<file path="src/rtl/dpr_pkg.sv">
`default_nettype none

// Datapath types shared by the operator bank and the result stage
package dpr_pkg;

  // Operand and result width
  localparam int DATA_W = 8;

  // Width of the operation select
  localparam int OPSEL_W = 5;

  typedef logic [DATA_W-1:0] data_t;

  // Operation codes, anything above OP_SUB yields zero
  typedef enum logic [OPSEL_W-1:0] {
    OP_ADD = 5'd0,
    OP_DEC = 5'd1,
    OP_DIV = 5'd2,
    OP_INC = 5'd3,
    OP_MOD = 5'd4,
    OP_MUL = 5'd5,
    OP_MUX = 5'd6,
    OP_REG = 5'd7,
    OP_SHL = 5'd8,
    OP_SHR = 5'd9,
    OP_SUB = 5'd10
  } opcode_e;

  // Both operands plus the 2:1 select level
  typedef struct packed {
    data_t a;
    data_t b;
    logic  mux_sel;
  } operands_t;

  // Magnitude comparator flags
  typedef struct packed {
    logic lt;
    logic gt;
    logic eq;
  } comp_t;

  // One result word per operator
  typedef struct packed {
    data_t add_r;
    data_t dec_r;
    data_t div_r;
    data_t inc_r;
    data_t mod_r;
    data_t mul_r;
    data_t mux_r;
    data_t reg_r;
    data_t shl_r;
    data_t shr_r;
    data_t sub_r;
  } op_results_t;

endpackage

`default_nettype wire

</file>
<file path="src/rtl/rm_pkg.sv">
`default_nettype none

// Reconfiguration control types and phase lengths
package rm_pkg;

  // Cycles the module reset is held on startup
  localparam int RM_RESET_CYCLES = 4;

  // Cycles spent decoupled before going idle on shutdown
  localparam int RM_DRAIN_CYCLES = 2;

  // Phase counter width, must hold the longer phase
  localparam int TIMER_W = 3;

  typedef enum logic [1:0] {
    RM_IDLE,
    RM_RESET,
    RM_ACTIVE,
    RM_DRAIN
  } rm_state_e;

  // Which phase the timer is asked to time
  typedef enum logic {
    PH_RESET,
    PH_DRAIN
  } phase_e;

  // Start is a single-cycle pulse
  typedef struct packed {
    logic   start;
    phase_e phase;
  } timer_cmd_t;

  // Status levels toward the reconfigurable module
  typedef struct packed {
    logic decouple;
    logic rm_reset;
    logic active;
  } rm_status_t;

endpackage

`default_nettype wire

</file>
<file path="src/rtl/rm_ctrl_fsm.sv">
`timescale 1ns/1ns
`default_nettype none

module rm_ctrl_fsm (
  input  wire                clk,
  input  wire                rst_n_i,
  input  logic               sw_startup_req_i,
  input  logic               sw_shutdown_req_i,
  input  logic               timer_done_i,
  output rm_pkg::timer_cmd_t timer_cmd_o,
  output rm_pkg::rm_status_t status_o
);

  rm_pkg::rm_state_e state_q;
  rm_pkg::rm_state_e state_d;

  // State register
  always_ff @(posedge clk) begin
    if (!rst_n_i) begin
      state_q <= rm_pkg::RM_IDLE;
    end else begin
      state_q <= state_d;
    end
  end

  // Next state
  // Requests outside their own state are dropped
  always_comb begin
    state_d = state_q;
    unique case (state_q)
      rm_pkg::RM_IDLE: begin
        if (sw_startup_req_i) begin
          state_d = rm_pkg::RM_RESET;
        end
      end
      rm_pkg::RM_RESET: begin
        // Module reset held until the timer expires
        if (timer_done_i) begin
          state_d = rm_pkg::RM_ACTIVE;
        end
      end
      rm_pkg::RM_ACTIVE: begin
        if (sw_shutdown_req_i) begin
          state_d = rm_pkg::RM_DRAIN;
        end
      end
      rm_pkg::RM_DRAIN: begin
        if (timer_done_i) begin
          state_d = rm_pkg::RM_IDLE;
        end
      end
      default: begin
        state_d = rm_pkg::RM_IDLE;
      end
    endcase
  end

  // Timer kicked on the edge that enters RESET or DRAIN
  // so that its count starts together with the new state
  always_comb begin
    timer_cmd_o.start = 1'b0;
    timer_cmd_o.phase = rm_pkg::PH_RESET;
    if (state_q == rm_pkg::RM_IDLE && sw_startup_req_i) begin
      timer_cmd_o.start = 1'b1;
    end
    if (state_q == rm_pkg::RM_ACTIVE && sw_shutdown_req_i) begin
      timer_cmd_o.start = 1'b1;
      timer_cmd_o.phase = rm_pkg::PH_DRAIN;
    end
  end

  // Status levels decoded from the state
  always_comb begin
    unique case (state_q)
      rm_pkg::RM_ACTIVE: begin
        status_o = '{decouple: 1'b0, rm_reset: 1'b0, active: 1'b1};
      end
      rm_pkg::RM_DRAIN: begin
        // Outputs isolated, module keeps running out of reset
        status_o = '{decouple: 1'b1, rm_reset: 1'b0, active: 1'b0};
      end
      default: begin
        // Idle and reset phase, isolated and held in reset
        status_o = '{decouple: 1'b1, rm_reset: 1'b1, active: 1'b0};
      end
    endcase
  end

endmodule

`default_nettype wire

</file>
<file path="src/rtl/rm_phase_timer.sv">
`timescale 1ns/1ns
`default_nettype none

module rm_phase_timer (
  input  wire                clk,
  input  wire                rst_n_i,
  input  rm_pkg::timer_cmd_t cmd_i,
  output logic               done_o
);

  logic [rm_pkg::TIMER_W-1:0] count_q;
  logic [rm_pkg::TIMER_W-1:0] load_val;

  // Phase length picked by the command
  always_comb begin
    if (cmd_i.phase == rm_pkg::PH_DRAIN) begin
      load_val = rm_pkg::TIMER_W'(rm_pkg::RM_DRAIN_CYCLES);
    end else begin
      load_val = rm_pkg::TIMER_W'(rm_pkg::RM_RESET_CYCLES);
    end
  end

  // Down-counter, zero means idle
  // done pulses on the edge that moves the count from 1 to 0
  always_ff @(posedge clk) begin
    if (!rst_n_i) begin
      count_q <= '0;
      done_o  <= 1'b0;
    end else if (cmd_i.start) begin
      // Restart drops any phase in progress
      count_q <= load_val;
      done_o  <= 1'b0;
    end else if (count_q != '0) begin
      count_q <= count_q - 1'b1;
      done_o  <= (count_q == rm_pkg::TIMER_W'(1));
    end else begin
      done_o  <= 1'b0;
    end
  end

endmodule

`default_nettype wire

</file>
<file path="src/rtl/rm_op_bank.sv">
`timescale 1ns/1ns
`default_nettype none

module rm_op_bank (
  input  dpr_pkg::operands_t   operands_i,
  input  dpr_pkg::data_t       reg_q_i,
  output dpr_pkg::op_results_t results_o,
  output dpr_pkg::comp_t       comp_o
);

  dpr_pkg::data_t             a;
  dpr_pkg::data_t             b;
  logic [2*dpr_pkg::DATA_W-1:0] prod;
  logic                       b_zero;
  logic                       sh_over;

  assign a = operands_i.a;
  assign b = operands_i.b;

  // Full product, only the low word is kept
  assign prod = a * b;

  assign b_zero = (b == '0);

  // Shift amounts of a full word or more clear the result
  assign sh_over = (b >= dpr_pkg::DATA_W);

  // Arithmetic, all wraps modulo 2^DATA_W
  assign results_o.add_r = a + b;
  assign results_o.sub_r = a - b;
  assign results_o.inc_r = a + 1'b1;
  assign results_o.dec_r = a - 1'b1;
  assign results_o.mul_r = prod[dpr_pkg::DATA_W-1:0];

  // Divide by zero saturates to all ones
  always_comb begin
    if (b_zero) begin
      results_o.div_r = '1;
    end else begin
      results_o.div_r = a / b;
    end
  end

  // Modulo by zero passes a through
  always_comb begin
    if (b_zero) begin
      results_o.mod_r = a;
    end else begin
      results_o.mod_r = a % b;
    end
  end

  // 2:1 select, b on mux_sel high
  assign results_o.mux_r = operands_i.mux_sel ? b : a;

  // Register operator state comes from the result stage
  assign results_o.reg_r = reg_q_i;

  // Logical shifts by b
  always_comb begin
    if (sh_over) begin
      results_o.shl_r = '0;
      results_o.shr_r = '0;
    end else begin
      results_o.shl_r = a << b;
      results_o.shr_r = a >> b;
    end
  end

  // Magnitude comparator, unsigned
  assign comp_o.lt = (a < b);
  assign comp_o.gt = (a > b);
  assign comp_o.eq = (a == b);

endmodule

`default_nettype wire

</file>
<file path="src/rtl/rm_result_stage.sv">
`timescale 1ns/1ns
`default_nettype none

module rm_result_stage (
  input  wire                clk,
  input  wire                rst_n_i,
  input  dpr_pkg::operands_t operands_i,
  input  dpr_pkg::opcode_e   op_sel_i,
  input  rm_pkg::rm_status_t status_i,
  output dpr_pkg::data_t     result_o,
  output dpr_pkg::comp_t     comp_o
);

  dpr_pkg::operands_t   ops_q;
  dpr_pkg::opcode_e     opsel_q;
  dpr_pkg::data_t       reg_q;
  dpr_pkg::op_results_t results;
  dpr_pkg::comp_t       comp;
  dpr_pkg::data_t       result_sel;
  dpr_pkg::data_t       result_q;
  dpr_pkg::comp_t       comp_q;

  // First stage, operands and opcode sampled every cycle
  always_ff @(posedge clk) begin
    ops_q   <= operands_i;
    opsel_q <= op_sel_i;
  end

  // Register operator
  // holds a from one sample before the current operands
  // cleared while the module sits in reset
  always_ff @(posedge clk) begin
    if (!rst_n_i || status_i.rm_reset) begin
      reg_q <= '0;
    end else begin
      reg_q <= ops_q.a;
    end
  end

  rm_op_bank i_op_bank (
    .operands_i (ops_q),
    .reg_q_i    (reg_q),
    .results_o  (results),
    .comp_o     (comp)
  );

  // Pick one operator by the registered opcode
  always_comb begin
    case (opsel_q)
      dpr_pkg::OP_ADD: result_sel = results.add_r;
      dpr_pkg::OP_DEC: result_sel = results.dec_r;
      dpr_pkg::OP_DIV: result_sel = results.div_r;
      dpr_pkg::OP_INC: result_sel = results.inc_r;
      dpr_pkg::OP_MOD: result_sel = results.mod_r;
      dpr_pkg::OP_MUL: result_sel = results.mul_r;
      dpr_pkg::OP_MUX: result_sel = results.mux_r;
      dpr_pkg::OP_REG: result_sel = results.reg_r;
      dpr_pkg::OP_SHL: result_sel = results.shl_r;
      dpr_pkg::OP_SHR: result_sel = results.shr_r;
      dpr_pkg::OP_SUB: result_sel = results.sub_r;
      // Unused codes
      default:         result_sel = '0;
    endcase
  end

  // Second stage, result and flags
  always_ff @(posedge clk) begin
    result_q <= result_sel;
    comp_q   <= comp;
  end

  // Isolation from the static side while decoupled
  assign result_o = status_i.decouple ? '0 : result_q;
  assign comp_o   = status_i.decouple ? '0 : comp_q;

endmodule

`default_nettype wire

</file>
<file path="src/rtl/dpr_top.sv">
`timescale 1ns/1ns
`default_nettype none

module dpr_top (
  input  wire                clk,
  input  wire                rst_n_i,
  input  dpr_pkg::operands_t operands_i,
  input  dpr_pkg::opcode_e   op_sel_i,
  input  logic               sw_startup_req_i,
  input  logic               sw_shutdown_req_i,
  output dpr_pkg::data_t     result_o,
  output dpr_pkg::comp_t     comp_o,
  output rm_pkg::rm_status_t rm_status_o
);

  rm_pkg::timer_cmd_t timer_cmd;
  logic               timer_done;
  rm_pkg::rm_status_t status;

  // Reconfiguration sequencer
  rm_ctrl_fsm i_ctrl_fsm (
    .clk               (clk),
    .rst_n_i           (rst_n_i),
    .sw_startup_req_i  (sw_startup_req_i),
    .sw_shutdown_req_i (sw_shutdown_req_i),
    .timer_done_i      (timer_done),
    .timer_cmd_o       (timer_cmd),
    .status_o          (status)
  );

  // Reset and drain phase timing
  rm_phase_timer i_phase_timer (
    .clk     (clk),
    .rst_n_i (rst_n_i),
    .cmd_i   (timer_cmd),
    .done_o  (timer_done)
  );

  // Operator datapath, two stages
  rm_result_stage i_result_stage (
    .clk        (clk),
    .rst_n_i    (rst_n_i),
    .operands_i (operands_i),
    .op_sel_i   (op_sel_i),
    .status_i   (status),
    .result_o   (result_o),
    .comp_o     (comp_o)
  );

  assign rm_status_o = status;

endmodule

`default_nettype wire

</file>
<file path="config.mk">
export PLATFORM = sky130hd
export DESIGN_NAME = dpr_top
export DESIGN_NICKNAME = d
export VERILOG_FILES = /design/src/rtl/dpr_pkg.sv /design/src/rtl/rm_pkg.sv /design/src/rtl/rm_ctrl_fsm.sv /design/src/rtl/rm_phase_timer.sv /design/src/rtl/rm_op_bank.sv /design/src/rtl/rm_result_stage.sv /design/src/rtl/dpr_top.sv
export SDC_FILE = /design/constraint.sdc
export NUM_CORES = 1
export LEC_CHECK = 0
export BUFFER_PORTS_ARGS = -buffer_cell sky130_fd_sc_hd__buf_2
export CELL_PAD_IN_SITES_DETAIL_PLACEMENT = 2
export CELL_PAD_IN_SITES_GLOBAL_PLACEMENT = 2
export CORE_ASPECT_RATIO = 0.5
export CORE_MARGIN = 4
export CORE_UTILIZATION = 35
export CTS_CLUSTER_DIAMETER = 60
export CTS_CLUSTER_SIZE = 40
export DETAILED_ROUTE_END_ITERATION = 16
export GPL_ROUTABILITY_DRIVEN = 0
export GPL_TIMING_DRIVEN = 0
export PLACE_DENSITY = 0.74
export REMOVE_ABC_BUFFERS = 1
export SLEW_MARGIN = 0
export SYNTH_ARGS = -nofsm -noshare
export SYNTH_HDL_FRONTEND = slang
export SYNTH_SLANG_ARGS = --single-unit
</file>
<file path="constraint.sdc">
create_clock -name clk -period 36.7 [get_ports clk]
set_input_delay 7.34 -clock clk [delete_from_list [all_inputs] [get_ports clk]]
set_output_delay 7.34 -clock clk [all_outputs]
set_load 0.03 [all_outputs]
</file>
## Word level (Yosys, flattened, before mapping)

Index checks and enable logic that the tools add are counted.

- Eq/ne operators: 19
- Bitwise operators: 2
- Multiply operators: 1
- $add $sub $neg: 5
- Order comparisons: 3
- Reduce and logical (&&, ||, !) cells: 11
- Muxes and demuxes: 18
- Divide/modulo/power cells: 2
- Shift operators: 2

Operators with widths:

| kind | number |
|---|---|
| case mux 8 bit (11 select lines) | 1 |
| two-way mux 8 bit | 4 |
| == test 5 x 3 -> 1 bit (second input constant) | 4 |
| two-way mux 16 bit | 1 |
| == test 5 x 4 -> 1 bit (second input constant) | 3 |
| two-way mux 3 bit | 4 |
| == test 5 x 2 -> 1 bit (second input constant) | 2 |
| two-way mux 2 bit | 5 |
| adder 8 x 1 -> 8 bit (second input constant) | 1 |
| adder 8 bit | 1 |
| divider 8 x 8 -> 8 bit | 1 |
| == test 8 bit | 1 |
| >= comparator 8 x 4 -> 1 bit (second input constant) | 1 |
| > comparator 8 bit | 1 |
| zero test 8 bit | 1 |
| less-than comparator 8 bit | 1 |
| modulo 8 x 8 -> 8 bit | 1 |
| multiplier 8 x 8 -> 8 bit | 1 |
| case mux 2 bit (4 select lines) | 1 |
| << shifter 8 x 8 -> 8 bit | 1 |
| right shift 8 x 8 -> 8 bit | 1 |
| subtractor 8 x 1 -> 8 bit (second input constant) | 1 |
| subtractor 8 bit | 1 |
| case mux 3 bit (2 select lines) | 1 |
| 18 further kinds | 23 |

- Bits of input ports: 26
- Word-level logic and storage cells: 75
- Register bits: 47
- Output and inout bits: 14

## Logic depth before layout (Yosys ltp)

- Depth after elaboration: 6
- Gate-level depth with buffers: 52
- Gate-level depth less buffers: 48

## Cells and area by module

Synthesis repeated with hierarchy kept, for this count alone.

- Cell total of the unflattened synthesis: 814
- Area total of the unflattened synthesis: 6427.4 um2

By module, submodules not included:

| module | seq. area each (um2) | instances | area an instance (um2) | cells an instance |
|---|---|---|---|---|
| rm_op_bank | 0.0 | 1 | 4267.8 | 607 |
| rm_result_stage | 820.8 | 1 | 1722.9 | 159 |
| rm_phase_timer | 80.1 | 1 | 226.5 | 24 |
| rm_ctrl_fsm | 40.0 | 1 | 210.2 | 24 |

## Least setup slack after synthesis

Ideal clock, no wire load.

- Kind: register -> register
- Start point: register i_result_stage.ops_q[1] (netlist name)
- End point: register i_result_stage.result_q[1]
- Required time: 36.566 ns
- Cell stages (with the launch flop): 50
- Arrival time: 11.600 ns
- Setup time: 0.134 ns
- Clock period less this slack: 11.734 ns
- Buffers on the path: 4
- Slack: 24.966 ns
- Path through: dfxtp_1 > clkbuf_1 > buf_1 > clkinv_1 > ha_1 > a41oi_1 > a21oi_1 > ha_1 > o21a_1 > o211ai_1 > nand2_1 > o31ai_1 > ha_1 > a21o_1 > o211ai_1 > nor3_1 > a311o_1 > ha_1 > [... 14 more ...] > inv_1 > mux2_2 > ha_1 > nor3_1 > a211oi_1 > a21oi_1 > o22a_1 > clkbuf_1 > a21boi_0 > fa_1 > a211oi_1 > o21bai_1 > a21oi_1 > a31o_2 > clkbuf_1 > mux2i_1 > a211oi_1 > or4_1

- Longest elaborated chain between the ends: 3
- Elaborated cells on any way between the ends: 13
- Classes of those cells: 2 x add/sub; 1 x mul; 2 x div; 1 x order compare; 2 x shift; 4 x mux; 1 x reduce/logical

Ends and longest elaborated chain:

| item | RTL line | source |
|---|---|---|
| from (decl) | rm_result_stage.sv:14 | `dpr_pkg::operands_t ops_q;` |
| from (signal assigned) | rm_result_stage.sv:25 | `ops_q <= operands_i;` |
| modulo 8 x 8 -> 8 bit, or another cell as far along | rm_op_bank.sv:49 | `results_o.mod_r = a % b;` |
| two-way mux 8 bit, or another cell as far along | rm_op_bank.sv:46 | `if (b_zero) begin` |
| case mux 8 bit (11 select lines) (*) | rm_result_stage.sv:49 | `case (opsel_q)` |
| net i_result_stage.result_sel[1] | rm_result_stage.sv:19 | `dpr_pkg::data_t result_sel;` |
| to (signal assigned) | rm_result_stage.sv:68 | `result_q <= result_sel;` |
| to (decl) | rm_result_stage.sv:20 | `dpr_pkg::data_t result_q;` |

Mark *: on every way through the listed nets, which the timed path passes. The rest lies on a longest branch.
A chain may end at the register's enable or synchronous reset.

## Final worst setup path

- Start point: register i_result_stage.ops_q[2] (netlist name)
- End point: register i_result_stage.result_q[1]

The elaborated chain is that of the path after synthesis.

==> run_results.csv <==
group,metric,value,unit
outcome,status,"finished, final reports clean",
critical_path,worst-path-max-fanout,22,
floorplan,placementRows,32,
detailed_routing,drtIter0Drc,351,
floorplan,die_w,190,µm
grt,antenna_found_initial,0,
critical_path,critical_path_buf_inv_count,5,
timing,tns,0,ns
timing,final.period_utilization,0.396,
synth,ys.flop_type,"dfxtp_1",
synth,ys_ff_latch,47,
synth,synth_cell_type_count,60,
clocking,ctsResizeCount,0,
clocking,cts_max_path_buffers,2,
clocking,h-tree-depth,2,
timing,setup-violations-final,0,
synth,ys_seq_area_frac,0.162,
critical_path,arrival,14.68,ns
cells_and_area,drive_gt1_frac,0.0984,
clocking,cts_buffers,5,
grt,grt_util_all_layers,0.229,
critical_path,max_stage_delay,1.15,ns
synth,synth_area,0.00581,mm²
hold_path,hp-class,"reg2reg",
detailed_routing,drt_wl_total,21.3,mm
clocking,cts_tree,"yes",
floorplan,ios,40,
synth,synthCells,724,
timing,tightestPinTransition,1.24,ns
pwr,power.density,39.8,mW/mm²
detailed_routing,post_drt_wl_per_cell,22.1,µm
critical_path,crit_slowest_cell,"dfxtp_1",
clocking,cts_sinks,47,
cells_and_area,nets,865,
cells_and_area,layout_common_cells,"ha_1, nor2_1, nand2_1, a21oi_1, inv_1",
critical_path,cp.required,36.86,ns
place,post-place-ws,22.13,ns
critical_path,crit_path_end_kind,"flip-flop",
clocking,path_clk_slew,0.07,ns
detailed_routing,firstDrtPassIters,4,
critical_path,critPathMostFrequentCell,"ha_1",
clocking,cts-root-buf,"clkbuf_16",
floorplan,core_area,0.0158,mm²
critical_path,critPathTopFamily,"compound AO/OA/AOI/OAI gates",
timing,timing.hold.ws,0.545,ns
detailed_routing,drc,0,
detailed_routing,ant_nets,0,
synth,ys.warnings.count,0,
pwr,peakVddDrop,0.0251,mV
timing,worst_slack,22.18,ns
cells_and_area,final_cell_area,0.00632,mm²
floorplan,start_util,0.368,
timing,hold_viol,0,
detailed_routing,viasPerCell,5.71,
timing,slew_violations,0,
clocking,cts-hold-fix-buffers,0,
synth,synth_edf_count,0,
timing,rsz0062_at_grt,"false",
grt,overflow,0,
timing,fin_skew,0.00758,ns
flow_run,cap_violations,0,
critical_path,critPathKind,"reg2reg",
synth,synthArstFlopShare,0,
cells_and_area,n_antenna_cell,0,
pwr,power_leakage,0.00293,µW
place,dp_hpwl,16.4,mm
clocking,clk_latency,0.31,ns
grt,first_global_vias,6044,
floorplan,die_y,99.1,µm
floorplan,die_area,0.0189,mm²
grt,grt_start_max_net_pins,31,
cells_and_area,layout_commonest_cell,"ha_1",
timing,slew_headroom,0.170,
detailed_routing,vias,5498,
place,numPortBuffers,39,
clocking,cts_setup_buffers,0,
cells_and_area,post-route-util,0.400,
cells_and_area,areaGrowthSynthToFinish,8.78,%
timing,fmax,68.9,MHz
synth,syn_area_per_cell,8.03,µm²
grt,grt_pass1_wl,34.0,mm
place,placed_area,0.00617,mm²
critical_path,start_kind,"flip-flop",
timing,fin_crit,14.52,ns
[flip-flops by register name, indices dropped and copies added (netlist names)]
name                     flops
i_result_stage.opsel_q       5
i_phase_timer.done_o         1
i_result_stage.result_q      8
i_result_stage.reg_q         8
i_result_stage.ops_q        17
i_ctrl_fsm.state_q           2
i_phase_timer.count_q        3
i_result_stage.comp_q        3
[worst min-delay path, cell delays in order, from the launching register on]
cell and delay (ns):
dfxtp_1 0.34, nor2_1 0.11, nor2_1 0.05
[stage by stage]
step	instances	total power, µW
finish	963	252
global route	963	273
CTS	963	254
detailed placement	955	204
global placement	955	196
floorplan	695	164
[report_power, final]
group          internal, µW  switching, µW  total [µW]
clock                  25.8           22.9        48.7
combinational          55.7           79.9         136
sequential             57.5           9.82        67.3
total                   139            113         252
[path summary, 6_finish.rpt]
| path | from | end | slack (ns) | cells after the start |
|---|---|---|---|---|
| setup / recovery | i_result_stage.ops_q[2] | i_result_stage.result_q[1] | 22.18 | 46 |
| hold / removal | i_ctrl_fsm.state_q[0] | i_ctrl_fsm.state_q[0] | 0.54 | 2 |
| setup reg to reg | i_result_stage.ops_q[2] | i_result_stage.result_q[1] | 22.18 | 46 |
| hold reg to reg | i_ctrl_fsm.state_q[0] | i_ctrl_fsm.state_q[0] | 0.54 | 2 |
[layer usage]
| metal | up-vias | share of wire | track usage |
|---|---|---|---|
| met3 | 17 | 0.038 | 0.0302 |
| li1 | 2602 | - | - |
| met4 | 0 | 0.012 | 0.0370 |
| met1 | 2774 | 0.51 | 0.329 |
| met5 | - | 0 | 0 |
| met2 | 105 | 0.44 | 0.375 |
[cell usage after synthesis, types with 4 or more instances]
cell type  instances  area (µm²)
a211oi_1           7        52.6
a21boi_0           4        30.0
a21o_1            22         165
a21oi_1           50         250
a221oi_1           4        35.0
a31oi_1            5        31.3
and2_1            30         188
and3_1             5        31.3
clkbuf_1          24        90.1
dfxtp_1           47         941
fa_1              15         300
ha_1              83        1040
inv_1             49         184
mux2_2             9         101
mux2i_1           22         220
mux4_2             6         135
nand2_1           53         199
nand2b_1          10        62.6
nand3_1           16        80.1
nand4_1            6        37.5
nor2_1            75         282
nor2b_1            9        56.3
nor3_1            16        80.1
o211ai_1          11        82.6
o21a_1            11        82.6
o21ai_0           26         130
o21bai_1           5        37.5
or3_1              4        25.0
xnor2_1           30         263
xor2_1            18         158
[kinds of logic (layout without fill, tap and decap cells)]
group                      after synthesis  count (layout)  synth area share
and+or+nand+nor                        235             235             0.196
AOI/OAI and AO/OA                      177             177             0.206
adders and majority gates               98              98             0.230
buffers and inverters                   81              99            0.0529
xor gates and xnor gates                48              48            0.0723
DFF                                     47              47             0.162
muxes                                   38              38            0.0811
[layout make-up]
| type | instances | area, µm² |
|---|---|---|
| Fill cell | 1813 | 9490 |
| Clock inverter | 3 | 25.0 |
| Tap cell | 221 | 277 |
| Multi-Input combinational cell | 596 | 4570 |
| Sequential cell | 47 | 942 |
| Inverter | 52 | 195 |
| Clock buffer | 5 | 125 |
| Timing Repair Buffer | 39 | 195 |
No activity file was read; power rests on OpenSTA's default activity.
